==> src/logic/tgfx16_pkg.sv <==
// Shared widths, pad, audio, backup RAM and sector channel types
package tgfx16_pkg;

	// ==========================================================================
	// Controller port
	// ==========================================================================
	localparam int PAD_COUNT = 5;

	typedef struct packed {
		logic up;
		logic down;
		logic left;
		logic right;
		logic i;
		logic ii;
		logic select;
		logic run;
		logic iii;  // Six-button extras
		logic iv;
		logic v;
		logic vi;
	} pad_buttons_t;

	typedef pad_buttons_t [PAD_COUNT-1:0] pad_bank_t;

	typedef struct packed {
		logic swap;       // Pads 0 and 1 exchanged
		logic multitap;
		logic six_button;
	} pad_opts_t;

	typedef struct packed {
		logic sel;
		logic clr;
	} pad_bus_t;

	// ==========================================================================
	// Audio
	// ==========================================================================
	localparam int AUDIO_W = 22;  // Accumulator
	localparam int DAC_W   = 19;

	typedef struct packed {
		logic signed [19:0] psg_l;
		logic signed [19:0] psg_r;
		logic signed [19:0] cdda_l;
		logic signed [19:0] cdda_r;
		logic signed [15:0] adpcm;  // Mono, fed to both sides
	} audio_src_t;

	typedef struct packed {
		logic [DAC_W-1:0] left;
		logic [DAC_W-1:0] right;
	} audio_out_t;

	// ==========================================================================
	// Backup RAM and sector channel
	// ==========================================================================
	localparam int BRM_AW    = 11;
	localparam int SECTOR_AW = 9;

	typedef struct packed {
		logic [BRM_AW-1:0] addr;
		logic              we;
		logic [7:0]        din;
	} brm_port_t;

	typedef struct packed {
		logic       rd;
		logic       wr;
		logic [1:0] lba;  // Sector 0 to 3 of the image
	} sector_req_t;

	typedef enum logic {
		DIR_LOAD,
		DIR_SAVE
	} sector_dir_e;

	typedef enum logic [1:0] {
		BK_IDLE,
		BK_WAIT_ACK,
		BK_XFER
	} bk_state_e;

endpackage

==> src/logic/audio_mix.sv <==
// Stereo audio mixer: PSG, CD-DA and ADPCM sum, clamp and unsigned DAC word
`timescale 1ns/10ps

module audio_mix import tgfx16_pkg::*; #(
	parameter int AUDIO_W = tgfx16_pkg::AUDIO_W
) (
	input  logic       clk_sys,
	input  logic       rst_n,
	input  audio_src_t src,
	input  logic       audio_valid,
	output audio_out_t out,
	output logic       out_valid
);

	logic signed [AUDIO_W-1:0] psg_l_x;
	logic signed [AUDIO_W-1:0] psg_r_x;
	logic signed [AUDIO_W-1:0] cdda_l_x;
	logic signed [AUDIO_W-1:0] cdda_r_x;
	logic signed [AUDIO_W-1:0] adpcm_x;
	logic signed [AUDIO_W-1:0] acc_l;
	logic signed [AUDIO_W-1:0] acc_r;

	// Clamp to DAC_W bits, then flip the sign to get offset binary
	function automatic logic [DAC_W-1:0] to_dac(logic signed [AUDIO_W-1:0] acc);
		logic             sign;
		logic [DAC_W-2:0] mag;
		sign = acc[AUDIO_W-1];
		if (acc[AUDIO_W-1:DAC_W-1] == {(AUDIO_W-DAC_W+1){sign}})
			mag = acc[DAC_W-2:0];
		else
			mag = {(DAC_W-1){~sign}};  // Full scale of the sign
		return {~sign, mag};
	endfunction

	// ==========================================================================
	// Source alignment
	// ==========================================================================
	assign psg_l_x  = AUDIO_W'(src.psg_l);
	assign psg_r_x  = AUDIO_W'(src.psg_r);
	assign cdda_l_x = AUDIO_W'(src.cdda_l);
	assign cdda_r_x = AUDIO_W'(src.cdda_r);
	assign adpcm_x  = {{(AUDIO_W-20){src.adpcm[15]}}, src.adpcm, 4'b0000};  // x16

	// ==========================================================================
	// Sum stage
	// ==========================================================================
	always_ff @(posedge clk_sys) begin
		if (audio_valid) begin
			acc_l <= psg_l_x + cdda_l_x + adpcm_x;
			acc_r <= psg_r_x + cdda_r_x + adpcm_x;
		end
	end

	always_ff @(posedge clk_sys) begin
		if (!rst_n)
			out_valid <= 1'b0;
		else
			out_valid <= audio_valid;  // One cycle behind the sources
	end

	assign out.left  = to_dac(acc_l);
	assign out.right = to_dac(acc_r);

endmodule

==> config.mk <==
export PLATFORM = sky130hd
export DESIGN_NAME = audio_mix
export DESIGN_NICKNAME = d
export VERILOG_FILES = /design/src/logic/tgfx16_pkg.sv /design/src/logic/audio_mix.sv
export SDC_FILE = /design/constraint.sdc
export NUM_CORES = 1
export LEC_CHECK = 0
export ABC_AREA = 1
export ABC_CLOCK_PERIOD_IN_PS = 5000
export BUFFER_PORTS_ARGS = -buffer_cell sky130_fd_sc_hd__clkbuf_2
export CAP_MARGIN = 20
export CORE_AREA = 2 2 119 121
export CTS_BUF_LIST = sky130_fd_sc_hd__clkbuf_4
export CTS_CLUSTER_SIZE = 40
export DETAILED_ROUTE_END_ITERATION = 10
export DIE_AREA = 0 0 121 123
export GPL_ROUTABILITY_DRIVEN = 1
export PLACE_DENSITY_LB_ADDON = 0.2
export SLEW_MARGIN = 25
export SYNTH_ARGS = -nofsm -noshare
export SYNTH_HDL_FRONTEND = slang
export SYNTH_SLANG_ARGS = --single-unit
==> constraint.sdc <==
create_clock -name clk_sys -period 5 [get_ports clk_sys]
set_clock_uncertainty 0.2 [all_clocks]
set_input_delay 0 -clock clk_sys [delete_from_list [all_inputs] [get_ports clk_sys]]
set_output_delay 0 -clock clk_sys [all_outputs]
set_load 0.01 [all_outputs]
==> metrics <==
status=finished with violations; violated checks=negative hold slack; clock slew at reported path FFs=140 ps; ys async rst share=0%; achievable frequency=0.330 GHz; CP delay by family, top=buffers and inverters; unrepaired setup endpoints after global routing=false; CP arrival=2990 ps; synthesized net count=886; most frequent cells in the layout=254 x nand2_1, 137 x clkbuf_2, 91 x inv_1; PwrDens=324 nW/um^2; Cell Area, Synth=5310 um^2; drc violations=0; TritonCTS clock tree=built; Core ar.=13600 um^2; relative slew slack=46.4%; PostCTS Resize Cnt=0; IO Port Bufs=137; Lkg Pwr=3.44 nW; Final #Nets=1042; Crit. Startpoint=src[77]; sequential share of the synthesized area=25.3%; CP cell instances=dlygate4sd3_1, clkbuf_2, ha_1, dlygate4sd3_1, ha_1, fa_1, nand3_1, nand3_1, nand2_1, nand2_1, nand3b_1, nand2_1, nand2_1, nand2_1; post-route insts no fill=1043; Routed Antenna Nets=0; CP peak stage delay=560 ps; Synth cell types=28; CP max stage cell=dlygate4sd3_1; first-pass GRT wire length=22500 um; initial drt markers=282; CTS Buffer Depth=2; Final setup viols=0; VDD IR max=98.0 uV; CP startpoint kind=input pin; pin count of the biggest net entering global routing=46; io pins=138; GRT Total Usage=19.2%; critical-path maximum fanout=4; vias in the first global route=4532; MaxCap Viol Count=0; WL final=13800 um; post-layout min period=3030 ps; CP bufs+invs=3; Synth Instances=705; placed wire-length estimate=12100 um; most frequent CP cell=nand2_1; Syn Area/Cell=7.53 um^2; Final Slew Violations=0; via count=4839; initial antenna violation count=1; clk sink count=45; Final period util=60.6%; vias per std cell=4.64; worst hold start=audio_valid; area grow syn2layout=21.2%; WL per Instance=13.3 um; Hold Slack=-6.41 ps; Die Height=123 um; setup TNS=0 ps; FP Rows=43; main flop type after synthesis=edfxtp_1; #FFs+latches synth=45; H-tree depth=2; Die Width=121 um; clock root cell=clkbuf_4; CTS buffer count=5; commonest non-fill, non-tap cell in the layout=nand2_1; drt pass-1 iters=7; Critical Path Sink Type=flip-flop; EDFF count, synth=44; Worst EP required=4950 ps; Worst-Margin Slew=804 ps; synth warn=0; worst hold path class=input pin to flip-flop; gpl congestion=0.929; Initial Util=39.0%; layout cells sized above 1=24.0%; critical path type=input pin to flip-flop; full die area=14900 um^2; Hold Violations, Final=1; Overflow after GRT=0; Inst Count DP=1017
[through the flow]
| step | total power, W | setup slack (ps) | hold slack (ps) | utilization (%) | area (um^2) |
|---|---|---|---|---|---|
| 2_1_floorplan | 0.00144 | 2950 | -107 | - | 5310 |
| 3_3_place_gp | 0.00184 | 2640 | -14.8 | 45.4 | 6180 |
| 3_5_place_dp | 0.00184 | 2620 | -0.206 | 45.4 | 6180 |
| 4_1_cts | 0.00210 | 2020 | 2.64 | 47.2 | 6430 |
| 5_1_grt | 0.00228 | 1820 | 31.5 | 47.3 | 6430 |
| 6_report | 0.00208 | 1970 | -6.41 | 47.3 | 6430 |
[layout make-up]
type | instances | area (um^2)
Fill cell | 1408 | 7180
Multi-Input combinational cell | 556 | 3550
Sequential cell | 45 | 1340
Timing Repair Buffer | 155 | 863
Inverter | 98 | 368
Tap cell | 180 | 225
Clock inverter | 3 | 41.3
Clock buffer | 5 | 37.5
Antenna cell | 1 | 2.50
[power breakdown]
group          switching (W)  leakage [nW]  total, W  internal, W
registers          0.0000338         0.438  0.000578     0.000544
clock network       0.000130        0.0389  0.000234     0.000104
logic               0.000806          2.96   0.00127     0.000467
[per-layer routing]
metal / vias to the layer above / part of all wire, % / wire, um / GRT usage [%]
met2: 139 / 42 / 5760 / 29.6
met1: 2122 / 51 / 7090 / 28.8
met3: 6 / 6.4 / 891 / 2.63
met5: - / 0 / 0 / 0
met4: 0 / 0.81 / 112 / 3.71
li1: 2572 / - / - / -
[sequential cells by signal (all words and copies together) (netlist names)]
| signal | count |
|---|---|
| acc_r | 22 |
| acc_l | 22 |
| out_valid | 1 |
[path summary, 6_finish.rpt]
kind	endpoint	slack, ps	depth (start not counted)
max	acc_l[15]$_DFFE_PP_	1970	14
min	out_valid$_SDFF_PN0_	-6	4
[cells by family (layout without fill, tap and decap cells)]
family,after synthesis,after routing,synth area share (%)
flops,45,45,25.3
compound gates,36,36,4.20
xor+xnor,18,18,2.97
fa+ha+maj,82,82,24.1
simple gates,420,420,35.7
buf+inv,104,261,7.78
other cells,0,1,0
[tightest hold or removal path, delay by kind of cell]
family | cells | cell delay, ps
buf+inv | 3 | 400
simple gates | 1 | 120
[timing repair]
action / 4_1_cts / 5_1_grt
hold buffers: 17 / 0
buffers inserted: 0 / 0
setup endpoints to repair: 0 / 0
hold endpoints to repair: 7 / 0
[cell usage after synthesis, types with 3 or more instances]
master | n | area share [%]
nand2_1 | 254 | 18
edfxtp_1 | 44 | 25
nand4_1 | 4 | 0.47
o21bai_1 | 8 | 1.1
nor3_2 | 5 | 0.94
xor2_1 | 18 | 3.0
fa_1 | 34 | 13
inv_1 | 91 | 6.4
nor2_1 | 35 | 2.5
nor2_4 | 4 | 0.85
inv_2 | 7 | 0.50
o21ai_2 | 4 | 0.66
buf_2 | 3 | 0.28
a21oi_1 | 22 | 2.1
ha_1 | 48 | 11
nand3_2 | 8 | 1.5
nand3_1 | 72 | 6.8
nand2_2 | 19 | 2.2
nor2_2 | 10 | 1.2
Note: power is estimated with default switching activity, not from simulation.
