**config.mk**
```make
export PLATFORM = sky130hd
export DESIGN_NAME = pad_port
export DESIGN_NICKNAME = d
export VERILOG_FILES = /design/src/logic/tgfx16_pkg.sv /design/src/logic/pad_port.sv
export SDC_FILE = /design/constraint.sdc
export NUM_CORES = 1
export LEC_CHECK = 0
export BUFFER_PORTS_ARGS = -buffer_cell sky130_fd_sc_hd__buf_2
export CORE_MARGIN = 1
export CORE_UTILIZATION = 38
export CTS_CLUSTER_DIAMETER = 30
export DETAILED_ROUTE_END_ITERATION = 10
export PLACE_DENSITY = 0.81
export RECOVER_POWER = 100
export SETUP_SLACK_MARGIN = 0.2
export SYNTH_ARGS = -nofsm -noshare
export SYNTH_HDL_FRONTEND = slang
export SYNTH_SLANG_ARGS = --single-unit
```
**constraint.sdc**
```tcl
create_clock -name clk_sys -period 2.5 [get_ports clk_sys]
set_clock_uncertainty 0.05 [all_clocks]
set_input_delay 0.5 -clock clk_sys [delete_from_list [all_inputs] [get_ports clk_sys]]
set_output_delay 0.5 -clock clk_sys [all_outputs]
set_load 0.05 [all_outputs]
```
**src/logic/tgfx16_pkg.sv**
```systemverilog
// Shared widths, pad, audio, backup RAM and sector channel types
package tgfx16_pkg;

	// ==========================================================================
	// Controller port
	// ==========================================================================
	localparam int PAD_COUNT = 5;

	typedef struct packed {
		logic up;
		logic down;
		logic left;
		logic right;
		logic i;
		logic ii;
		logic select;
		logic run;
		logic iii;  // Six-button extras
		logic iv;
		logic v;
		logic vi;
	} pad_buttons_t;

	typedef pad_buttons_t [PAD_COUNT-1:0] pad_bank_t;

	typedef struct packed {
		logic swap;       // Pads 0 and 1 exchanged
		logic multitap;
		logic six_button;
	} pad_opts_t;

	typedef struct packed {
		logic sel;
		logic clr;
	} pad_bus_t;

	// ==========================================================================
	// Audio
	// ==========================================================================
	localparam int AUDIO_W = 22;  // Accumulator
	localparam int DAC_W   = 19;

	typedef struct packed {
		logic signed [19:0] psg_l;
		logic signed [19:0] psg_r;
		logic signed [19:0] cdda_l;
		logic signed [19:0] cdda_r;
		logic signed [15:0] adpcm;  // Mono, fed to both sides
	} audio_src_t;

	typedef struct packed {
		logic [DAC_W-1:0] left;
		logic [DAC_W-1:0] right;
	} audio_out_t;

	// ==========================================================================
	// Backup RAM and sector channel
	// ==========================================================================
	localparam int BRM_AW    = 11;
	localparam int SECTOR_AW = 9;

	typedef struct packed {
		logic [BRM_AW-1:0] addr;
		logic              we;
		logic [7:0]        din;
	} brm_port_t;

	typedef struct packed {
		logic       rd;
		logic       wr;
		logic [1:0] lba;  // Sector 0 to 3 of the image
	} sector_req_t;

	typedef enum logic {
		DIR_LOAD,
		DIR_SAVE
	} sector_dir_e;

	typedef enum logic [1:0] {
		BK_IDLE,
		BK_WAIT_ACK,
		BK_XFER
	} bk_state_e;

endpackage

```
**src/logic/pad_port.sv**
```systemverilog
// Pad port: swap, multitap port counter, six-button page and nibble register
`timescale 1ns/10ps

module pad_port import tgfx16_pkg::*; (
	input  logic       clk_sys,
	input  logic       rst_n,
	input  pad_bus_t   pad_bus,
	input  pad_bank_t  pads,
	input  pad_opts_t  opts,
	output logic [3:0] pad_nibble
);

	pad_bank_t   eff_pads;    // Pads after the swap
	logic [15:0] pad_word;    // Four active-low groups of the selected port
	logic [3:0]  sel_nibble;
	logic [2:0]  port_cnt;
	pad_bus_t    bus_d;       // Last console lines
	logic        page;        // Six-button page

	// Group 3 stays zero, which the console reads as six-button signature
	function automatic logic [15:0] encode_pad(pad_buttons_t b);
		return ~{4'hF,
			b.vi, b.v, b.iv, b.iii,
			b.left, b.down, b.right, b.up,
			b.run, b.select, b.ii, b.i};
	endfunction

	always_comb begin
		eff_pads = pads;
		if (opts.swap) begin
			eff_pads[0] = pads[1];
			eff_pads[1] = pads[0];
		end
	end

	// Ports past the last pad read as nothing pressed
	always_comb begin
		case (port_cnt)
			3'd0: pad_word = encode_pad(eff_pads[0]);
			3'd1: pad_word = encode_pad(eff_pads[1]);
			3'd2: pad_word = encode_pad(eff_pads[2]);
			3'd3: pad_word = encode_pad(eff_pads[3]);
			3'd4: pad_word = encode_pad(eff_pads[4]);
			default: pad_word = 16'h0FFF;
		endcase
	end

	assign sel_nibble = pad_word[{page, pad_bus.sel, 2'b00} +: 4];

	// ==========================================================================
	// Port counter, page and output register
	// ==========================================================================
	always_ff @(posedge clk_sys) begin
		if (!rst_n) begin
			pad_nibble <= '0;
			port_cnt   <= '0;
			bus_d      <= '0;
			page       <= 1'b0;
		end else begin
			bus_d <= pad_bus;

			if (pad_bus.clr) begin
				pad_nibble <= '0;
				port_cnt   <= '0;
			end else begin
				pad_nibble <= sel_nibble;
				if (opts.multitap && pad_bus.sel && !bus_d.sel)
					port_cnt <= port_cnt + 3'd1;  // Next tap port
			end

			// Page flips on each clr rise in six-button mode
			if (!opts.six_button)
				page <= 1'b0;
			else if (pad_bus.clr && !bus_d.clr)
				page <= ~page;
		end
	end

	// Without the tap the console only ever sees pad 0
	a_port_range: assert property (@(posedge clk_sys) disable iff (!rst_n)
		!opts.multitap |-> port_cnt <= 3'(PAD_COUNT))
		else $error("pad_port: port counter past %0d without multitap", PAD_COUNT);

endmodule

```
==> impl_metrics.sql, run 1 <==
INSERT INTO impl_metrics (metric_group, metric, value, unit) VALUES
('cts', 'cts.root.buffer_cell', 'sky130_fd_sc_hd__clkbuf_4', ''),
('sta', 'report.final.hold_viol_count', '0', ''),
('worst_setup_path', 'setup.worst_path.end_class', 'register', ''),
('floorplan', 'effective_utilization_at_floorplan', '0.422', ''),
('run', 'max_cap_viol_count', '0', ''),
('yosys', 'synth_nets', '177', ''),
('place', 'placed_cells_incl_taps', '198', ''),
('floorplan', 'floorplan.core_area', '0.00204', 'mm²'),
('worst_setup_path', 'crit_path_top_delay_cell', 'sky130_fd_sc_hd__a2111oi_0', ''),
('finish', 'drive_gt1_frac', '0.423', ''),
('global_routing', 'grt_util_all_layers', '0.231', ''),
('yosys', 'synth_top_area_frac', '0.233', ''),
('finish', 'final-instance-count-excl-fill', '202', ''),
('cts', 'cts.sink_count', '10', ''),
('worst_setup_path', 'cp_max_fo', '11', ''),
('power', 'power.density_cell_area', '376', 'mW/mm²'),
('power', 'vdd_ir_drop_max', '0.336', 'mV'),
('global_routing', 'first_global_vias', '1035', ''),
('yosys', 'yosys_warnings', '0', ''),
('worst_setup_path', 'max_stage_delay', '0.46', 'ns'),
('finish', 'area_added_between_synthesis_and_finish', '46.5', '%'),
('global_routing', 'grt_first_pass_wirelength', '4330', 'µm'),
('yosys', 'avgSynthCellArea', '8.20', 'µm²'),
('sta', 'setup-tns-final', '0', 'ns'),
('yosys', 'ys_types', '25', ''),
('floorplan', 'rows', '16', ''),
('sta', 'setup_viol', '0', ''),
('detailed_routing', 'wl', '2910', 'µm'),
('sta', 'final_max_slew_viols', '0', ''),
('cts', 'tritoncts', 'done', ''),
('cts', 'clock_insertion_delay_worst_skew', '0.27', 'ns'),
('cts', 'ctsHtreeMaxLevel', '1', ''),
('cts', 'cts.clk_slew.worst_paths', '0.08', 'ns'),
('worst_setup_path', 'timing_worst_setup_path_type', 'reg2reg', ''),
('finish', 'final_common_cell', 'sky130_fd_sc_hd__buf_2', ''),
('global_routing', 'grt_max_degree', '16', ''),
('sta', 'headroom_to_the_max_slew_limit', '0.598', ''),
('power', 'power.total', '475', 'µW'),
('worst_setup_path', 'sequence_of_cells_on_the_critical_path', 'inv_1, ha_1, mux2i_1, clkbuf_2, o22ai_1, a2111oi_0, o32ai_1', ''),
('cts', 'cts_buffer_depth', '2', ''),
('detailed_routing', 'detailedRoute.firstIterationViolations', '23', ''),
('floorplan', 'floorplan.die.width', '49.6', 'µm'),
('detailed_routing', 'detailroute.via_count', '1113', ''),
('finish', 'final_nets', '248', ''),
('finish', 'antenna-diode-count', '0', ''),
('sta', 'achievable-frequency', '0.470', 'GHz'),
('detailed_routing', 'drt_antenna_net_count', '0', ''),
('outcome', 'outcome', 'finished clean', ''),
('power', 'power.static_leakage', '0.569', 'nW'),
('floorplan', 'floorplan.die_area', '0.00246', 'mm²'),
('yosys', 'synthesis.instances', '105', ''),
('place', 'finalWeightedCongestion', '0.844', ''),
('global_routing', 'globalRouteOverflowTotal', '0', ''),
('yosys', 'synth.ff_latch_count', '10', ''),
('cts', 'number_of_post_cts_setup_repair_buffers', '0', ''),
('floorplan', 'die_h', '49.6', 'µm'),
('worst_setup_path', 'timing.critical_path.from_type', 'register', ''),
('cts', 'cts-buffers-inserted', '3', ''),
('detailed_routing', 'drc_violations_left', '0', ''),
('sta', 'hold_slack', '0.403', 'ns'),
('yosys', 'ys_top_cells_by_area', 'sky130_fd_sc_hd__dfxtp_1 (23%), sky130_fd_sc_hd__o22ai_1 (15%), sky130_fd_sc_hd__a2111oi_0 (10%)', ''),
('place', 'place_hpwl', '2260', 'µm'),
('worst_setup_path', 'worst_endpoint_required_time', '2.60', 'ns'),
('detailed_routing', 'dr.pass1.iters', '4', ''),
('yosys', 'synth.yosys.seq_area_share', '0.233', ''),
('detailed_routing', 'drt-vias-per-instance', '5.51', ''),
('yosys', 'mappedNetlistArea', '861', 'µm²'),
('sta', 'worst_pin_slew', '0.606', 'ns'),
('detailed_routing', 'avgRoutedWirePerCell', '14.4', 'µm'),
('hold_path', 'holdCritPathClass', 'in2reg', ''),
('finish', 'most_used_cells_in_the_layout_excluding_fill_and_tap_cells', 'sky130_fd_sc_hd__buf_2 (64), sky130_fd_sc_hd__o22ai_1 (21), sky130_fd_sc_hd__nor2b_1 (10), sky130_fd_sc_hd__dfxtp_1 (10), sky130_fd_sc_hd__a2111oi_0 (9)', ''),
('place', 'port_buffers', '70', ''),
('yosys', 'post-synth-top-area-cell', 'sky130_fd_sc_hd__dfxtp_1', ''),
('sta', 'tmin_final', '2.13', 'ns'),
('worst_setup_path', 'worstPathArrival', '2.23', 'ns'),
('sta', 'fin_crit_sh', '0.851', ''),
('sta', 'rsz0062_at_grt', 'false', ''),
('global_routing', 'antenna_violations_before_repair', '0', ''),
('floorplan', 'io-pin-count', '71', '');
==> state kept, by name, indices dropped and copies added (netlist names) <==
| name | cells |
|---|---|
| pad_nibble | 4 |
| port_cnt | 3 |
| bus_d | 2 |
| page | 1 |
==> report_power, final <==
part           internal [mW]  switching, mW
Sequential             0.167        0.00413
Clock                 0.0887         0.0658
Combinational         0.0731         0.0756
Total                  0.329          0.146
==> per-layer routing <==
metal,global-route usage,part of all wire,vias to the layer above
met2,0.441,0.49,54
met5,0,0,-
met4,0.0286,0.0041,0
li1,-,-,558
met1,0.255,0.44,499
met3,0.0617,0.070,2
==> logic make-up after synthesis <==
family | count (synthesis) | synth area share
xor gates and xnor gates | 2 | 0.0204
buffers and inverters | 13 | 0.0669
and+or+nand+nor | 27 | 0.180
adders and majority gates | 5 | 0.0727
AOI/OAI and AO/OA | 45 | 0.392
muxes | 3 | 0.0349
DFF | 10 | 0.233
==> path summary, 6_finish.rpt <==
check	startpoint	slack [ns]	depth (start not counted)	endpoint
worst min register to register	port_cnt[2]	0.48	2	port_cnt[2]
worst max-delay path	port_cnt[0]	0.37	7	pad_nibble[0]
worst min-delay path	pad_bus[0]	0.40	2	bus_d[0]
worst max register to register	port_cnt[0]	0.37	7	pad_nibble[0]
==> synth_stat cells (all sizes together) <==
cell type,n
ha,5
and2,2
nor2b,10
o22ai,21
o221ai,4
inv,7
o31ai,2
o21ba,1
nor3,1
a2111oi,10
mux2i,3
nand2,2
clkbuf,3
and3,1
nand2b,5
nor2,4
a211oi,2
a311oi,1
dfxtp,10
buf,3
or3b,1
xnor2,2
o32ai,4
or2,1
==> final cells by class <==
type / count / area [µm²]
Multi-Input combinational cell: 82 / 609
Clock buffer: 4 / 36.3
Fill cell: 196 / 781
Tap cell: 27 / 33.8
Timing Repair Buffer: 72 / 355
Inverter: 7 / 26.3
Sequential cell: 10 / 200
==> through the flow <==
stage               setup WS, ns  cell area, µm²   util
global route               0.111            1260  0.618
global placement           0.479            1230  0.602
floorplan                  0.686             861      -
detailed placement         0.431            1230  0.602
CTS                        0.404            1260  0.619
finish                     0.373            1260  0.618
==> worst max-delay path, delay by kind of cell, from the launching register on <==
kind | cells | cell delay, ns
multiplexers | 1 | 0.17
flip-flops | 1 | 0.39
AO/OA/AOI/OAI | 3 | 0.74
adder cells (fa/ha/maj) | 1 | 0.30
buffers and inverters | 2 | 0.36
==> timing repair <==
action | 4_1_cts | 5_1_grt
endpoints found under the setup margin | 0 | 2
hold buffers | 0 | 0
resized for setup | 0 | 2
Power figures use the tool's default switching activity.
==> inputs of run 2 (changes only) <==
--- a/config.mk
+++ b/config.mk
@@ -5,7 +5,7 @@
 export SDC_FILE = /design/constraint.sdc
 export NUM_CORES = 1
 export LEC_CHECK = 0
-export BUFFER_PORTS_ARGS = -buffer_cell sky130_fd_sc_hd__buf_2
+export BUFFER_PORTS_ARGS = -buffer_cell sky130_fd_sc_hd__buf_4
 export CORE_MARGIN = 1
 export CORE_UTILIZATION = 38
 export CTS_CLUSTER_DIAMETER = 30
==> run 2 against run 1 <==
Highest routed layer is now met3. Clock-buffer cell count is 1 lower. Sequential power about the same. Largest power group is now combinational logic. Worst setup slack got worse by 0.092 ns. Critical path depth stayed put. Total power shrank 2.9%. Clock power decreased by 26%.
==> impl_metrics.sql, run 2 (synthesized netlist as in run 1, its figures left out) <==
INSERT INTO impl_metrics (metric_group, metric, value, unit) VALUES
('sta', 'rsz0062_at_grt', 'false', ''),
('global_routing', 'grt.busiest_layer', 'met2', ''),
('detailed_routing', 'drc_violations_left', '0', ''),
('sta', 'worst_pin_slew', '0.625', 'ns'),
('global_routing', 'globalRouteOverflowTotal', '0', ''),
('sta', 'setup-tns-final', '0', 'ns'),
('global_routing', 'antenna_violations_before_repair', '0', ''),
('detailed_routing', 'drt_antenna_net_count', '0', ''),
('global_routing', 'met2_usage', '0.432', ''),
('detailed_routing', 'wl', '3040', 'µm'),
('cts', 'cts_buffer_depth', '2', ''),
('global_routing', 'grt_util_all_layers', '0.251', ''),
('sta', 'headroom_to_the_max_slew_limit', '0.585', ''),
('cts', 'cts.sink_count', '10', ''),
('place', 'place_hpwl', '2400', 'µm'),
('worst_setup_path', 'timing_worst_setup_path_type', 'reg2reg', ''),
('finish', 'largest_reg_flops', '4', ''),
('sta', 'fin_crit_sh', '0.888', ''),
('sta', 'final_max_slew_viols', '0', ''),
('detailed_routing', 'detailedRoute.firstIterationViolations', '11', ''),
('global_routing', 'grt_util_met3', '0.0556', ''),
('finish', 'most_used_cells_in_the_layout_excluding_fill_and_tap_cells', 'sky130_fd_sc_hd__buf_4 (65), sky130_fd_sc_hd__o22ai_1 (21), sky130_fd_sc_hd__nor2b_1 (10), sky130_fd_sc_hd__dfxtp_1 (10), sky130_fd_sc_hd__a2111oi_0 (9)', ''),
('outcome', 'outcome', 'finished clean', ''),
('cts', 'number_of_post_cts_setup_repair_buffers', '0', ''),
('global_routing', 'first_global_vias', '1110', ''),
('global_routing', 'groute.layer.met1.usage', '0.308', ''),
('global_routing', 'grt_first_pass_wirelength', '4800', 'µm'),
('worst_setup_path', 'worstPathArrival', '2.29', 'ns'),
('worst_setup_path', 'timing.critical_path.from_type', 'register', ''),
('floorplan', 'floorplan.core_area', '0.00204', 'mm²'),
('power', 'power.density_cell_area', '329', 'mW/mm²'),
('sta', 'tmin_final', '2.22', 'ns'),
('worst_setup_path', 'setup.worst_path.end_class', 'register', ''),
('floorplan', 'die_h', '49.6', 'µm'),
('finish', 'n_fill_cell', '205', ''),
('power', 'power.static_leakage', '0.615', 'nW'),
('hold_path', 'holdCritPathClass', 'in2reg', ''),
('detailed_routing', 'detailroute.via_count', '1146', ''),
('sta', 'achievable-frequency', '0.451', 'GHz'),
('worst_setup_path', 'worst_endpoint_required_time', '2.58', 'ns'),
('finish', 'antenna-diode-count', '0', ''),
('finish', 'final_nets', '248', ''),
('detailed_routing', 'dr.pass1.iters', '4', ''),
('worst_setup_path', 'cp_max_fo', '11', ''),
('floorplan', 'floorplan.die_area', '0.00246', 'mm²'),
('floorplan', 'io-pin-count', '71', ''),
('place', 'post_dp_cell_area', '0.00140', 'mm²'),
('cts', 'cts-buffers-inserted', '3', ''),
('floorplan', 'floorplan.die.width', '49.6', 'µm'),
('finish', 'reg_top3', 'pad_nibble x4, port_cnt x3, bus_d x2', ''),
('run', 'max_cap_viol_count', '0', ''),
('power', 'power.total', '461', 'µW'),
('place', 'placement.setup.worst_slack', '0.405', 'ns'),
('cts', 'clock_insertion_delay_worst_skew', '0.26', 'ns'),
('place', 'port_buffers', '70', ''),
('floorplan', 'effective_utilization_at_floorplan', '0.422', ''),
('finish', 'largest_register_by_flop_count', 'pad_nibble', ''),
('power', 'vdd_ir_drop_max', '0.321', 'mV'),
('finish', 'final_common_cell', 'sky130_fd_sc_hd__buf_4', ''),
('cts', 'ctsHtreeMaxLevel', '1', ''),
('cts', 'cts.root.buffer_cell', 'sky130_fd_sc_hd__clkbuf_4', ''),
('finish', 'drive_gt1_frac', '0.414', ''),
('cts', 'tritoncts', 'done', ''),
('finish', 'area_added_between_synthesis_and_finish', '62.9', '%'),
('place', 'finalWeightedCongestion', '0.838', ''),
('sta', 'setup_viol', '0', ''),
('sta', 'setup_ws', '0.281', 'ns'),
('cts', 'cts.clk_slew.worst_paths', '0.07', 'ns'),
('detailed_routing', 'avgRoutedWirePerCell', '15.1', 'µm'),
('worst_setup_path', 'regToRegSetupSlack', '0.28', 'ns'),
('finish', 'postLayoutCellArea', '0.00140', 'mm²'),
('global_routing', 'grt_max_degree', '16', ''),
('detailed_routing', 'drt-vias-per-instance', '5.70', ''),
('floorplan', 'rows', '16', ''),
('sta', 'report.final.hold_viol_count', '0', '');
## run 2: through the flow
step                hold slack (ns)  instances  utilization
global placement              0.470        198        0.688
finish                        0.403        201        0.687
detailed placement            0.480        198        0.688
CTS                           0.400        201        0.699
floorplan                     0.456        105            -
global route                  0.425        201        0.687
## run 2: what timing repair did
| action | CTS | global route |
|---|---|---|
| resized for setup | 0 | 1 |
| endpoints found under the setup margin | 0 | 1 |
| hold buffers | 0 | 0 |
## run 2: cell type report
class | count | area [µm²] | area share
inverters | 7 | 26.3 | 0.0187
well taps | 27 | 33.8 | 0.0241
multi-input cells | 82 | 604 | 0.431
repair buffers | 72 | 515 | 0.368
clock buffers | 3 | 22.5 | 0.0161
flip-flops and latches | 10 | 200 | 0.143
## run 2: where the power goes
group          internal, mW  switching, mW  total (mW)  leakage (nW)
clock                0.0556         0.0579       0.114        0.0138
combinational         0.100         0.0761       0.176         0.519
sequential            0.167        0.00381       0.171        0.0820
total                 0.323          0.138       0.461         0.615
## run 2: worst paths after layout
check              start       endpoint  cells past startpoint
max          port_cnt[0]  pad_nibble[1]                      7
min           pad_bus[0]       bus_d[0]                      2
max reg2reg  port_cnt[0]  pad_nibble[1]                      7
min reg2reg  port_cnt[2]    port_cnt[2]                      2
## run 2: metal layers
metal / share of wire / vias up
li1: - / 564
met1: 0.43 / 520
met2: 0.48 / 62
met3: 0.090 / 0
met4: 0 / 0
met5: 0 / -
## run 2: worst max-delay path, stage by stage (launching register included)
cell and delay, ns:
sky130_fd_sc_hd__dfxtp_1 0.40, sky130_fd_sc_hd__inv_1 0.09, sky130_fd_sc_hd__ha_1 0.29, sky130_fd_sc_hd__mux2i_1 0.18, sky130_fd_sc_hd__clkbuf_2 0.28, sky130_fd_sc_hd__o22ai_1 0.13, sky130_fd_sc_hd__a2111oi_0 0.50, sky130_fd_sc_hd__o32ai_1 0.17
