<file path="src/logic/tgfx16_pkg.sv">
// Shared widths, pad, audio, backup RAM and sector channel types
package tgfx16_pkg;

	// ==========================================================================
	// Controller port
	// ==========================================================================
	localparam int PAD_COUNT = 5;

	typedef struct packed {
		logic up;
		logic down;
		logic left;
		logic right;
		logic i;
		logic ii;
		logic select;
		logic run;
		logic iii;  // Six-button extras
		logic iv;
		logic v;
		logic vi;
	} pad_buttons_t;

	typedef pad_buttons_t [PAD_COUNT-1:0] pad_bank_t;

	typedef struct packed {
		logic swap;       // Pads 0 and 1 exchanged
		logic multitap;
		logic six_button;
	} pad_opts_t;

	typedef struct packed {
		logic sel;
		logic clr;
	} pad_bus_t;

	// ==========================================================================
	// Audio
	// ==========================================================================
	localparam int AUDIO_W = 22;  // Accumulator
	localparam int DAC_W   = 19;

	typedef struct packed {
		logic signed [19:0] psg_l;
		logic signed [19:0] psg_r;
		logic signed [19:0] cdda_l;
		logic signed [19:0] cdda_r;
		logic signed [15:0] adpcm;  // Mono, fed to both sides
	} audio_src_t;

	typedef struct packed {
		logic [DAC_W-1:0] left;
		logic [DAC_W-1:0] right;
	} audio_out_t;

	// ==========================================================================
	// Backup RAM and sector channel
	// ==========================================================================
	localparam int BRM_AW    = 11;
	localparam int SECTOR_AW = 9;

	typedef struct packed {
		logic [BRM_AW-1:0] addr;
		logic              we;
		logic [7:0]        din;
	} brm_port_t;

	typedef struct packed {
		logic       rd;
		logic       wr;
		logic [1:0] lba;  // Sector 0 to 3 of the image
	} sector_req_t;

	typedef enum logic {
		DIR_LOAD,
		DIR_SAVE
	} sector_dir_e;

	typedef enum logic [1:0] {
		BK_IDLE,
		BK_WAIT_ACK,
		BK_XFER
	} bk_state_e;

endpackage

</file>
<file path="src/logic/backup_sync.sv">
// Backup RAM load/save sequencer over the four-sector image channel
`timescale 1ns/10ps

module backup_sync import tgfx16_pkg::*; (
	input  logic                 clk_sys,
	input  logic                 rst_n,
	input  logic                 img_mounted,
	input  logic                 img_size_nz,
	input  logic                 bk_save,
	input  logic                 sd_ack,
	input  logic                 sd_buff_wr,
	input  logic [SECTOR_AW-1:0] sd_buff_addr,
	output sector_req_t          sd_req,
	output logic [BRM_AW-1:0]    ram_addr,
	output logic                 ram_we,
	output logic                 bk_busy,
	output logic                 console_reset
);

	bk_state_e   state;
	sector_dir_e dir;
	logic        bk_ena;     // Image mounted, saves allowed
	logic        load_pend;
	logic        save_d;
	logic        ack_d;
	logic        ack_rise;
	logic        ack_fall;
	logic        req_any;

	assign ack_rise = sd_ack & ~ack_d;
	assign ack_fall = ~sd_ack & ack_d;  // Host is done with the sector
	assign req_any  = sd_req.rd | sd_req.wr;

	assign bk_busy  = (state != BK_IDLE);
	assign ram_addr = {sd_req.lba, sd_buff_addr};
	assign ram_we   = sd_buff_wr & sd_ack;

	// ==========================================================================
	// Sequencer
	// ==========================================================================
	always_ff @(posedge clk_sys) begin
		if (!rst_n) begin
			state         <= BK_IDLE;
			dir           <= DIR_LOAD;
			bk_ena        <= 1'b0;
			load_pend     <= 1'b0;
			save_d        <= 1'b0;
			ack_d         <= 1'b0;
			sd_req        <= '0;
			console_reset <= 1'b0;
		end else begin
			save_d        <= bk_save;
			ack_d         <= sd_ack;
			console_reset <= 1'b0;

			case (state)
				BK_IDLE: begin
					if (bk_ena && load_pend) begin
						load_pend <= 1'b0;
						dir       <= DIR_LOAD;
						sd_req    <= '{rd: 1'b1, wr: 1'b0, lba: 2'd0};
						state     <= BK_WAIT_ACK;
					end else if (bk_ena && bk_save && !save_d) begin
						dir    <= DIR_SAVE;
						sd_req <= '{rd: 1'b0, wr: 1'b1, lba: 2'd0};
						state  <= BK_WAIT_ACK;
					end
				end
				BK_WAIT_ACK: begin
					if (ack_rise) begin
						sd_req.rd <= 1'b0;
						sd_req.wr <= 1'b0;
						state     <= BK_XFER;
					end
				end
				BK_XFER: begin
					if (ack_fall) begin
						if (&sd_req.lba) begin
							console_reset <= (dir == DIR_LOAD);  // Restart on fresh RAM
							state         <= BK_IDLE;
						end else begin
							sd_req.lba <= sd_req.lba + 2'd1;
							sd_req.rd  <= (dir == DIR_LOAD);
							sd_req.wr  <= (dir == DIR_SAVE);
							state      <= BK_WAIT_ACK;
						end
					end
				end
				default: state <= BK_IDLE;
			endcase

			// A new mount wins over a load just taken
			if (img_mounted && img_size_nz) begin
				bk_ena    <= 1'b1;
				load_pend <= 1'b1;
			end
		end
	end

	a_req_onehot: assert property (@(posedge clk_sys) disable iff (!rst_n)
		!(sd_req.rd && sd_req.wr))
		else $error("backup_sync: rd and wr both high");

	// Request and sector index hold until the host answers
	a_req_hold: assert property (@(posedge clk_sys) disable iff (!rst_n)
		req_any && !sd_ack |=> req_any && $stable(sd_req.lba))
		else $error("backup_sync: request dropped before sd_ack");

endmodule

</file>
<file path="config.mk">
export PLATFORM = sky130hd
export DESIGN_NAME = backup_sync
export DESIGN_NICKNAME = d
export VERILOG_FILES = /design/src/logic/tgfx16_pkg.sv /design/src/logic/backup_sync.sv
export SDC_FILE = /design/constraint.sdc
export NUM_CORES = 1
export LEC_CHECK = 0
export BUFFER_PORTS_ARGS = -buffer_cell sky130_fd_sc_hd__buf_2
export CORE_MARGIN = 5
export CORE_UTILIZATION = 48
export CTS_CLUSTER_DIAMETER = 30
export CTS_CLUSTER_SIZE = 30
export DETAILED_ROUTE_END_ITERATION = 7
export PLACE_DENSITY = 0.82
export SLEW_MARGIN = 0
export SYNTH_ARGS = -nofsm -noshare
export SYNTH_HDL_FRONTEND = slang
export SYNTH_SLANG_ARGS = --single-unit
</file>
<file path="constraint.sdc">
create_clock -name clk_sys -period 4.8 [get_ports clk_sys]
set_input_delay 0.72 -clock clk_sys [delete_from_list [all_inputs] [get_ports clk_sys]]
set_output_delay 0.72 -clock clk_sys [all_outputs]
set_load 0.03 [all_outputs]
</file>
==> results, run 1 <==
- For this configuration, the core starts out at a cell density of between 40% and 50%.
- After filler insertion, the fill cell instance count of the layout stands at 141.
- Hold repair after CTS inserted 0 buffers.
- The register-to-register path setup slack is ~3 ns.
- The average cell area after synthesis is about 9.2 µm².
- The element type at the critical path end is a primary output.
- The full die area is ~2400 µm².
- In the routed layout, each cell is associated on average with a via count of 5.43.
- The worst hold-check path type is flop to flop.
- The worst path arrival time is about 1.3 ns.
- The delay of the slowest cell on the worst path is 0.41 ns.
- For the worst-skew pair, the clock arrives at the later sink with an insertion delay of about 0.27 ns.
- VDD sags by at most about 0.33 mV.
- The detail route stage leaves a number of antenna-violating nets equal to 0.
- The worst flop-to-flop path endpoint is state[1]$_SDFFE_PN0P_.
- The area of all placed cells without fillers is 787 µm².
- Counting buffers and inverters, the worst setup path is 4 cells deep.
- In this run the deepest clock path goes through 2 buffers.
- The required time at the worst-slack endpoint is a little over 4 ns.
- Per report_power, the clock group accounts for 18.3% of the total.
- After clock tree synthesis, the setup repair step added 0 buffers.
- Global routing used between 10% and 20% of the available tracks.
- The H-tree level count is 1.
- In this run the critical register-to-register path is launched from state[0]$_SDFFE_PN0P_.
- The number of global-route vias before repair is 548.
- The element type at the critical path start is a flop.
- The number of rows created at floorplan is 14.
- The startpoint of the worst setup timing path is state[1]$_SDFFE_PN0P_.
- The first TritonRoute pass finished after 7 iterations.
- The first global-routing pass estimated 2.32 mm of wire.
- The maximum number of pins on one net before global-route repair is 16.
- The share of the yosys chip area belonging to registers is between 30 and 40%.
- The run finished with clean final reports.
- The number of maximum-capacitance constraint violations is 0.
- The number of max-slew violations in the final report is 0.
- Traced cell by cell, the critical path runs through inv_1 -> ha_1 -> inv_1 -> buf_2.
- After layout, the worst path uses between 40% and 50% of the clock period.
- The DRC marker count from the first detailed-route iteration is 13.
- The placed wire-length estimate after detailed placement is between 1 and 1.5 mm.
- The root buffer selected by CTS is clkbuf_4.
- The setup TNS is 0 ns.
- The worst hold margin is approximately 0.46 ns.
- The routed wire length per instance is between 10 and 15 µm.
- The TritonCTS clock tree is done.
- The number of antenna diodes in the final layout is 0.
- Setup repair after global routing left no endpoint under its margin.
- The worst-margin pin slew is between 0.3 and 0.4 ns.
- The critical path buffer and inverter count is 3.
- The number of sinks handled by clock tree synthesis is 12.
- Measured against its own limit, the worst slew margin works out to approximately 76%.
- Synthesis produced between 80 and 90 cells.
- The worst path in the final design needs a cycle of 2.04 ns, including I/O delays and setup.
- The share of total power dissipated in sequential elements is between 20% and 30%.
- The die is slightly below 50 µm tall.
- The worst path setup slack after routing is around 2.8 ns.
- Clock-pin slew was measured on the worst setup and hold paths at ~0.08 ns.
- The number of distinct standard cells referenced by the synthesized netlist is 28.
- The endpoint of the worst setup timing path is bk_busy.
- The worst setup path is of the flop to primary output kind.
- After global routing the overflow that remains totals 0.
- The switching portion of total power is 42.6%.
- Port buffering added 15 buffers.
- After floorplanning, the core was sized to cover 1490 µm².
- The worst clock skew is 0.00332 ns.
- The synthesized design contains 12 register bits.
- The post-synthesis net count is approximately 100.
- The static power due to leakage is roughly 0.38 nW.
- The number of buffers created by CTS is 3.
- The routed wire length is 1.34 mm.
- Prior to clock tree synthesis, the placed netlist has a worst setup slack of just under 3 ns.
- The final layout net count is 110.
- Routability-driven placement finished with a final weighted congestion of ~0.74.
- The final hold violation count is 0.
- The number of antenna violations at the first check in global routing is 0.
- The number of non-filler instances in the completed layout is about 100.
- The fraction of final layout cells sized beyond drive strength 1 is between 20% and 30%.
- The most numerous cell on the critical path is inv_1.
- The cell area after synthesis is around 740 µm².
- The layout overhead on the synthesized area is 6.07%.
- The switching power is approximately 0.19 mW.
- After detailed placement, the design holds a cell count of 100.
- Along the worst path, the maximum fanout reaches 8.
- The power density normalized to cell area is between 500 and 600 nW/µm².
- The horizontal extent of the die is 49.3 µm.
- The slowest stage of the critical path is the dfxtp_1 cell.
- Internal power comes to between 0.2 and 0.3 mW.
- The upper clock frequency limit is slightly below 0.5 GHz.
- Yosys printed 0 warnings.
- Grouping stages by cell kind, the critical path spends the most delay in flip-flops.
- Combinational logic burns 51.9% of the power.
- After detailed placement, the total cell area comes to 751 µm².
- Setup violations remaining at the end of the flow were counted as 0.
- The depth of the worst register-to-register path is 5.
- In the routed design, unresolved DRC markers number 0.
- For this block, the via count after detailed routing is around 570.
- Once the clock tree was built, the resizer swapped 0 gates to a different size.
- The number of placed I/O pins is 34.
==> metrics by stage <==
stage | power, mW | utilization (%)
after floorplan | 0.332 | -
after global placement | 0.355 | 50.4
after detailed placement | 0.366 | 50.4
after CTS | 0.449 | 52.9
after global routing | 0.480 | 52.9
final | 0.446 | 52.9
==> cells by family (layout without fill, tap and decap cells) <==
kind of cell    after synthesis  in the layout  share of synthesized area, %
compound gates               14             14                          15.3
fa+ha+maj                     5              5                          8.43
buf+inv                      16             23                          13.7
flops                        12             12                          32.4
mux                           5              5                          6.75
simple gates                 29             29                          23.4
==> worst min-delay path by stage <==
stage,from,end,cells after the start
finish,sd_req[3]$_SDFFE_PN0P_,sd_req[3]$_SDFFE_PN0P_,2
global route,sd_req[3]$_SDFFE_PN0P_,sd_req[3]$_SDFFE_PN0P_,2
CTS,sd_req[3]$_SDFFE_PN0P_,sd_req[3]$_SDFFE_PN0P_,2
detailed placement,sd_req[3]$_SDFFE_PN0P_,sd_req[3]$_SDFFE_PN0P_,2
global placement,sd_req[3]$_SDFFE_PN0P_,sd_req[3]$_SDFFE_PN0P_,2
floorplan,dir$_SDFFE_PN0P_,dir$_SDFFE_PN0P_,2
==> power by group through the flow <==
stage | clock network, mW | logic, mW | registers (mW)
2_1_floorplan | 0 | 0.187 | 0.145
3_3_place_gp | 0 | 0.222 | 0.133
3_5_place_dp | 0 | 0.232 | 0.134
4_1_cts | 0.0833 | 0.233 | 0.133
5_1_grt | 0.0882 | 0.256 | 0.136
6_report | 0.0817 | 0.231 | 0.133
==> metal layers <==
| metal | track usage [%] | wire length [µm] |
|---|---|---|
| met3 | 3.36 | 110 |
| met1 | 14.6 | 578 |
| met4 | 5.38 | 11 |
| met5 | 0 | 0 |
| met2 | 20.0 | 642 |
==> Yosys cell counts <==
cell type,instances,area (µm²)
a211oi_4,1,20.0
a21o_1,2,15.0
a21oi_1,5,25.0
a22oi_1,1,7.51
a31oi_1,1,6.26
and2_1,4,25.0
and2b_1,1,7.51
and3_1,1,6.26
buf_4,11,82.6
clkbuf_1,1,3.75
dfxtp_1,12,240
ha_1,5,62.6
inv_1,4,15.0
mux2i_1,5,50.1
nand2_1,6,22.5
nand2b_1,3,18.8
nand3_1,2,10.0
nor2_1,1,3.75
nor2b_1,6,37.5
nor3_1,1,5.00
nor4bb_1,1,10.0
o21ai_0,1,5.00
o21ai_2,1,8.76
o221a_2,1,11.3
o221ai_2,1,15.0
or2b_1,1,7.51
or3b_2,1,8.76
or3b_4,1,11.3
==> tightest hold or removal path, stage by stage (launching register included) <==
cell	delay, ns
dfxtp_1	0.32
nand2_1	0.05
mux2i_1	0.05
==> state kept, by name, indices dropped and copies added (netlist names) <==
| name | flops |
|---|---|
| save_d | 1 |
| ram_addr | 2 |
| ack_d | 1 |
| load_pend | 1 |
| sd_req | 2 |
| bk_ena | 1 |
| state | 2 |
| console_reset | 1 |
| dir | 1 |
==> placed cells by master, fill, tap and decap left out, drive strengths merged, types with 2 or more instances in the layout <==
cell | synthesis | final
nand3 | 2 | 2
ha | 5 | 5
dfxtp | 12 | 12
inv | 4 | 4
nand2 | 6 | 6
a21o | 2 | 2
a21oi | 5 | 5
mux2i | 5 | 5
and2 | 4 | 4
or3b | 2 | 2
buf | 11 | 15
nor2b | 6 | 6
nand2b | 3 | 3
clkbuf | 1 | 4
o21ai | 2 | 2
==> final cells by class <==
cell class                 instances  area (µm²)  area share (%)
timing repair buffer              15        75.1            9.54
sequential                        12         240            30.5
inverter                           4        15.0            1.91
multi-input combinational         53         400            50.9
clock buffer                       4        36.3            4.61
tap                               16        20.0            2.54
Note: power is estimated with default switching activity, not from simulation.
==> run 2: changes to the inputs <==
--- a/config.mk
+++ b/config.mk
@@ -7,11 +7,11 @@
 export LEC_CHECK = 0
 export BUFFER_PORTS_ARGS = -buffer_cell sky130_fd_sc_hd__buf_2
 export CORE_MARGIN = 5
-export CORE_UTILIZATION = 48
+export CORE_UTILIZATION = 40
 export CTS_CLUSTER_DIAMETER = 30
 export CTS_CLUSTER_SIZE = 30
 export DETAILED_ROUTE_END_ITERATION = 7
-export PLACE_DENSITY = 0.82
+export PLACE_DENSITY = 0.73
 export SLEW_MARGIN = 0
 export SYNTH_ARGS = -nofsm -noshare
 export SYNTH_HDL_FRONTEND = slang
==> constraint.sdc (replaced) <==
create_clock -name clk_sys -period 1.8 [get_ports clk_sys]
set_input_delay 0.27 -clock clk_sys [delete_from_list [all_inputs] [get_ports clk_sys]]
set_output_delay 0.27 -clock clk_sys [all_outputs]
set_load 0.03 [all_outputs]
==> run 2 against run 1 <==
Compared with the run above:
- global-route usage down 1.9 points
- clock skew grew 0.00069 ns
- worst hold slack lost 0.26 ns
- register-to-register slack worse by 2.9 ns
- combinational power rose to 2.7 times the previous value
- count of clock-buffer cells in the layout is 1 lower
- first-iteration DRC count is 15% lower
- via count down 2.3%
- power increased to 2.5 times the previous value
- clock power rose by 100%
- sequential power grew to 2.6 times the previous value
==> results, run 2 (synthesized netlist as in run 1, its figures left out) <==
- The commonest non-fill, non-tap cell in the layout is buf_2 (unchanged).
- The number of max-slew violations in the final report is 0 (unchanged).
- The remaining global-route overflow was 0 (unchanged).
- The count of input and output buffers is 15 (unchanged).
- The worst vdd rail ir drop is 0.839 mV (was 0.332 mV).
- The biggest fanout along the worst timing path is 4 (was 8).
- Commonest cells after routing, fill and taps aside: buf_2 (15), dfxtp_1 (12), nand2_1 (6), nor2b_1 (6) (unchanged).
- Unrepaired setup endpoints after global routing: false (unchanged).
- The horizontal extent of the die was 53.1 µm (was 49.3 µm).
- The routed wire length per instance came to 11.5 µm (was 12.9 µm).
- The worst path arrival time was 1.87 ns (was 1.32 ns).
- The cell at the slowest stage of the critical path is or3b_4 (was dfxtp_1).
- The critical setup path kind is flop to flop (was flop to primary output).
- The element type at the critical path start is a flop (unchanged).
- The TritonCTS clock tree is done (unchanged).
- Crit path cell chain: inv_1 -> ha_1 -> or3b_4 -> a211oi_4 -> mux2i_1 (was inv_1 -> ha_1 -> inv_1 -> buf_2).
- After layout, the minimum clock period comes to around 1.7 ns.
- The static power due to leakage was 0.380 nW (was 0.382 nW).
- Based on the critical path, the design can be clocked at up to roughly 0.6 GHz.
- The number of buffers created by CTS is 3 (unchanged).
- The count of nets left with antenna violations after detail routing is 0 (unchanged).
- The maximum number of pins on one net before global-route repair is 16 (unchanged).
- The power density normalized to cell area is 1430 nW/µm² (was 566 nW/µm²).
- The final setup violation count is 0 (unchanged).
- The delay of the slowest cell on the worst path is 0.41 ns (about the same).
- The fraction of final layout cells sized beyond drive strength 1 came to 28.4% (unchanged).
- The root buffer selected by CTS is clkbuf_4 (unchanged).
- The final estimated routing congestion in global placement is 0.712 (was 0.738).
- The area of the core region is 1750 µm² (was 1490 µm²).
- The placed wire-length estimate after detailed placement is 997 µm (was 1.05 mm).
- The layout overhead on the synthesized area came to 6.75% (was 6.07%).
- The clock-pin slew of the registers on the worst-case setup and hold paths is 0.07 ns (was 0.08 ns).
- The number of antenna violations at the first check in global routing was 0 (unchanged).
- The category of cells accounting for the largest share of critical-path delay is simple AND/OR/NAND/NOR gates (was flip-flops).
- The full die area is 2820 µm² (was 2430 µm²).
- The number of setup buffers added after CTS is 0 (unchanged).
- The required time at the worst-slack endpoint is 2.00 ns (was 4.08 ns).
- The critical path buffer and inverter count came to 1 (was 3).
- The worst path setup slack after routing is 0.134 ns (was 2.76 ns).
- The DRC marker count from the first detailed-route iteration is 11 (was 13).
- The setup TNS is 0 ns (unchanged).
- The H-tree level count is 1 (unchanged).
- Of the available clock period, the critical path in the final layout requires 92.6%.
- The via density per instance is 4.88 (was 5.43).
- The worst-margin pin slew was 0.328 ns (was 0.357 ns).
- The total of cells resized after clock tree synthesis is 0 (unchanged).
- The number of sinks handled by clock tree synthesis is 12 (unchanged).
- The pre-CTS worst setup slack is 0.139 ns (was 2.94 ns).
- The routed wire length was 1.30 mm (was 1.34 mm).
- The worst hold-check path type is primary input to flop (was flop to flop).
- The number of global-route vias before repair is 474 (was 548).
- The total power of the final layout is 1.13 mW (was 0.446 mW).
- The final layout net count came to 111 (was 110).
- The element type at the critical path end was a flop (was primary output).
- The number of rows created at floorplan came to 15 (was 14).
- The antenna diode count is 0 (unchanged).
- The initial core utilization was 42.5% (was 49.8%).
- The final hold violation count is 0 (unchanged).
- The number of placed I/O pins is 34 (unchanged).
- The number of buffers on the longest clock path is 2 (unchanged).
- The number of filler instances in the final layout came to 179 (was 141).
- The clock latency reported for the late side of the worst-skew pair is 0.27 ns (about the same).
- The total routing usage reported by global routing was 10.3% (was 12.2%).
- Result of the run: finished clean (unchanged).
- The die extent in y is 53.1 µm (was 49.3 µm).
- The worst clock skew is 0.00401 ns (was 0.00332 ns).
- The first-pass GRT wire length came to 2.06 mm (was 2.32 mm).
- The via count is 552 (was 565).
- The post-cts hold buffer count is 0 (unchanged).
- The number of maximum-capacitance constraint violations is 0 (unchanged).
- The worst slew margin relative to its limit is 77.8% (was 75.9%).
- The detailed-router iteration count before antenna repair is 3 (was 7).
- The residual DRC count is 0 (unchanged).
[run 2: cell types whose count changed in the layout (fill, tap and decap cells not counted), sizes merged]
cell and change:
buf +1, clkbuf -1
[run 2: area by class of cell]
cell class	instances	area (µm²)	share of cell area [%]
Timing Repair Buffer	16	82.6	10.4
Multi-Input combinational cell	53	400	50.6
Clock buffer	3	22.5	2.84
Inverter	4	15.0	1.90
Tap cell	25	31.3	3.95
Sequential cell	12	240	30.3
[run 2: worst paths after layout]
| check | to | depth (start not counted) | slack, ns | start |
|---|---|---|---|---|
| hold reg to reg | sd_req[2]$_SDFFE_PN0P_ | 2 | 0.46 | sd_req[2]$_SDFFE_PN0P_ |
| hold / removal | save_d$_SDFF_PN0_ | 2 | 0.20 | bk_save |
| setup / recovery | sd_req[3]$_SDFFE_PN0P_ | 5 | 0.13 | state[0]$_SDFFE_PN0P_ |
| setup reg to reg | sd_req[3]$_SDFFE_PN0P_ | 5 | 0.13 | state[0]$_SDFFE_PN0P_ |
[run 2: report_power, final]
part           total (mW)  switching, mW  internal, mW
sequential          0.351         0.0387         0.312
combinational       0.615          0.360         0.255
clock               0.166         0.0881        0.0775
[run 2: per-layer routing]
| layer | share of wire, % | track usage [%] | vias up |
|---|---|---|---|
| met4 | 1.5 | 5.53 | 0 |
| li1 | - | - | 280 |
| met2 | 45 | 14.9 | 15 |
| met1 | 46 | 12.2 | 255 |
| met5 | 0 | 0 | - |
| met3 | 7.3 | 5.35 | 2 |
[run 2: per-stage QoR]
stage | util [%] | instances | hold WS, ns | instance area, µm²
floorplan | - | 81 | 0.392 | 742
global placement | 44.1 | 110 | 0.442 | 769
detailed placement | 44.1 | 110 | 0.445 | 769
CTS | 45.4 | 113 | 0.200 | 792
global route | 45.4 | 113 | 0.204 | 792
finish | 45.4 | 113 | 0.204 | 792
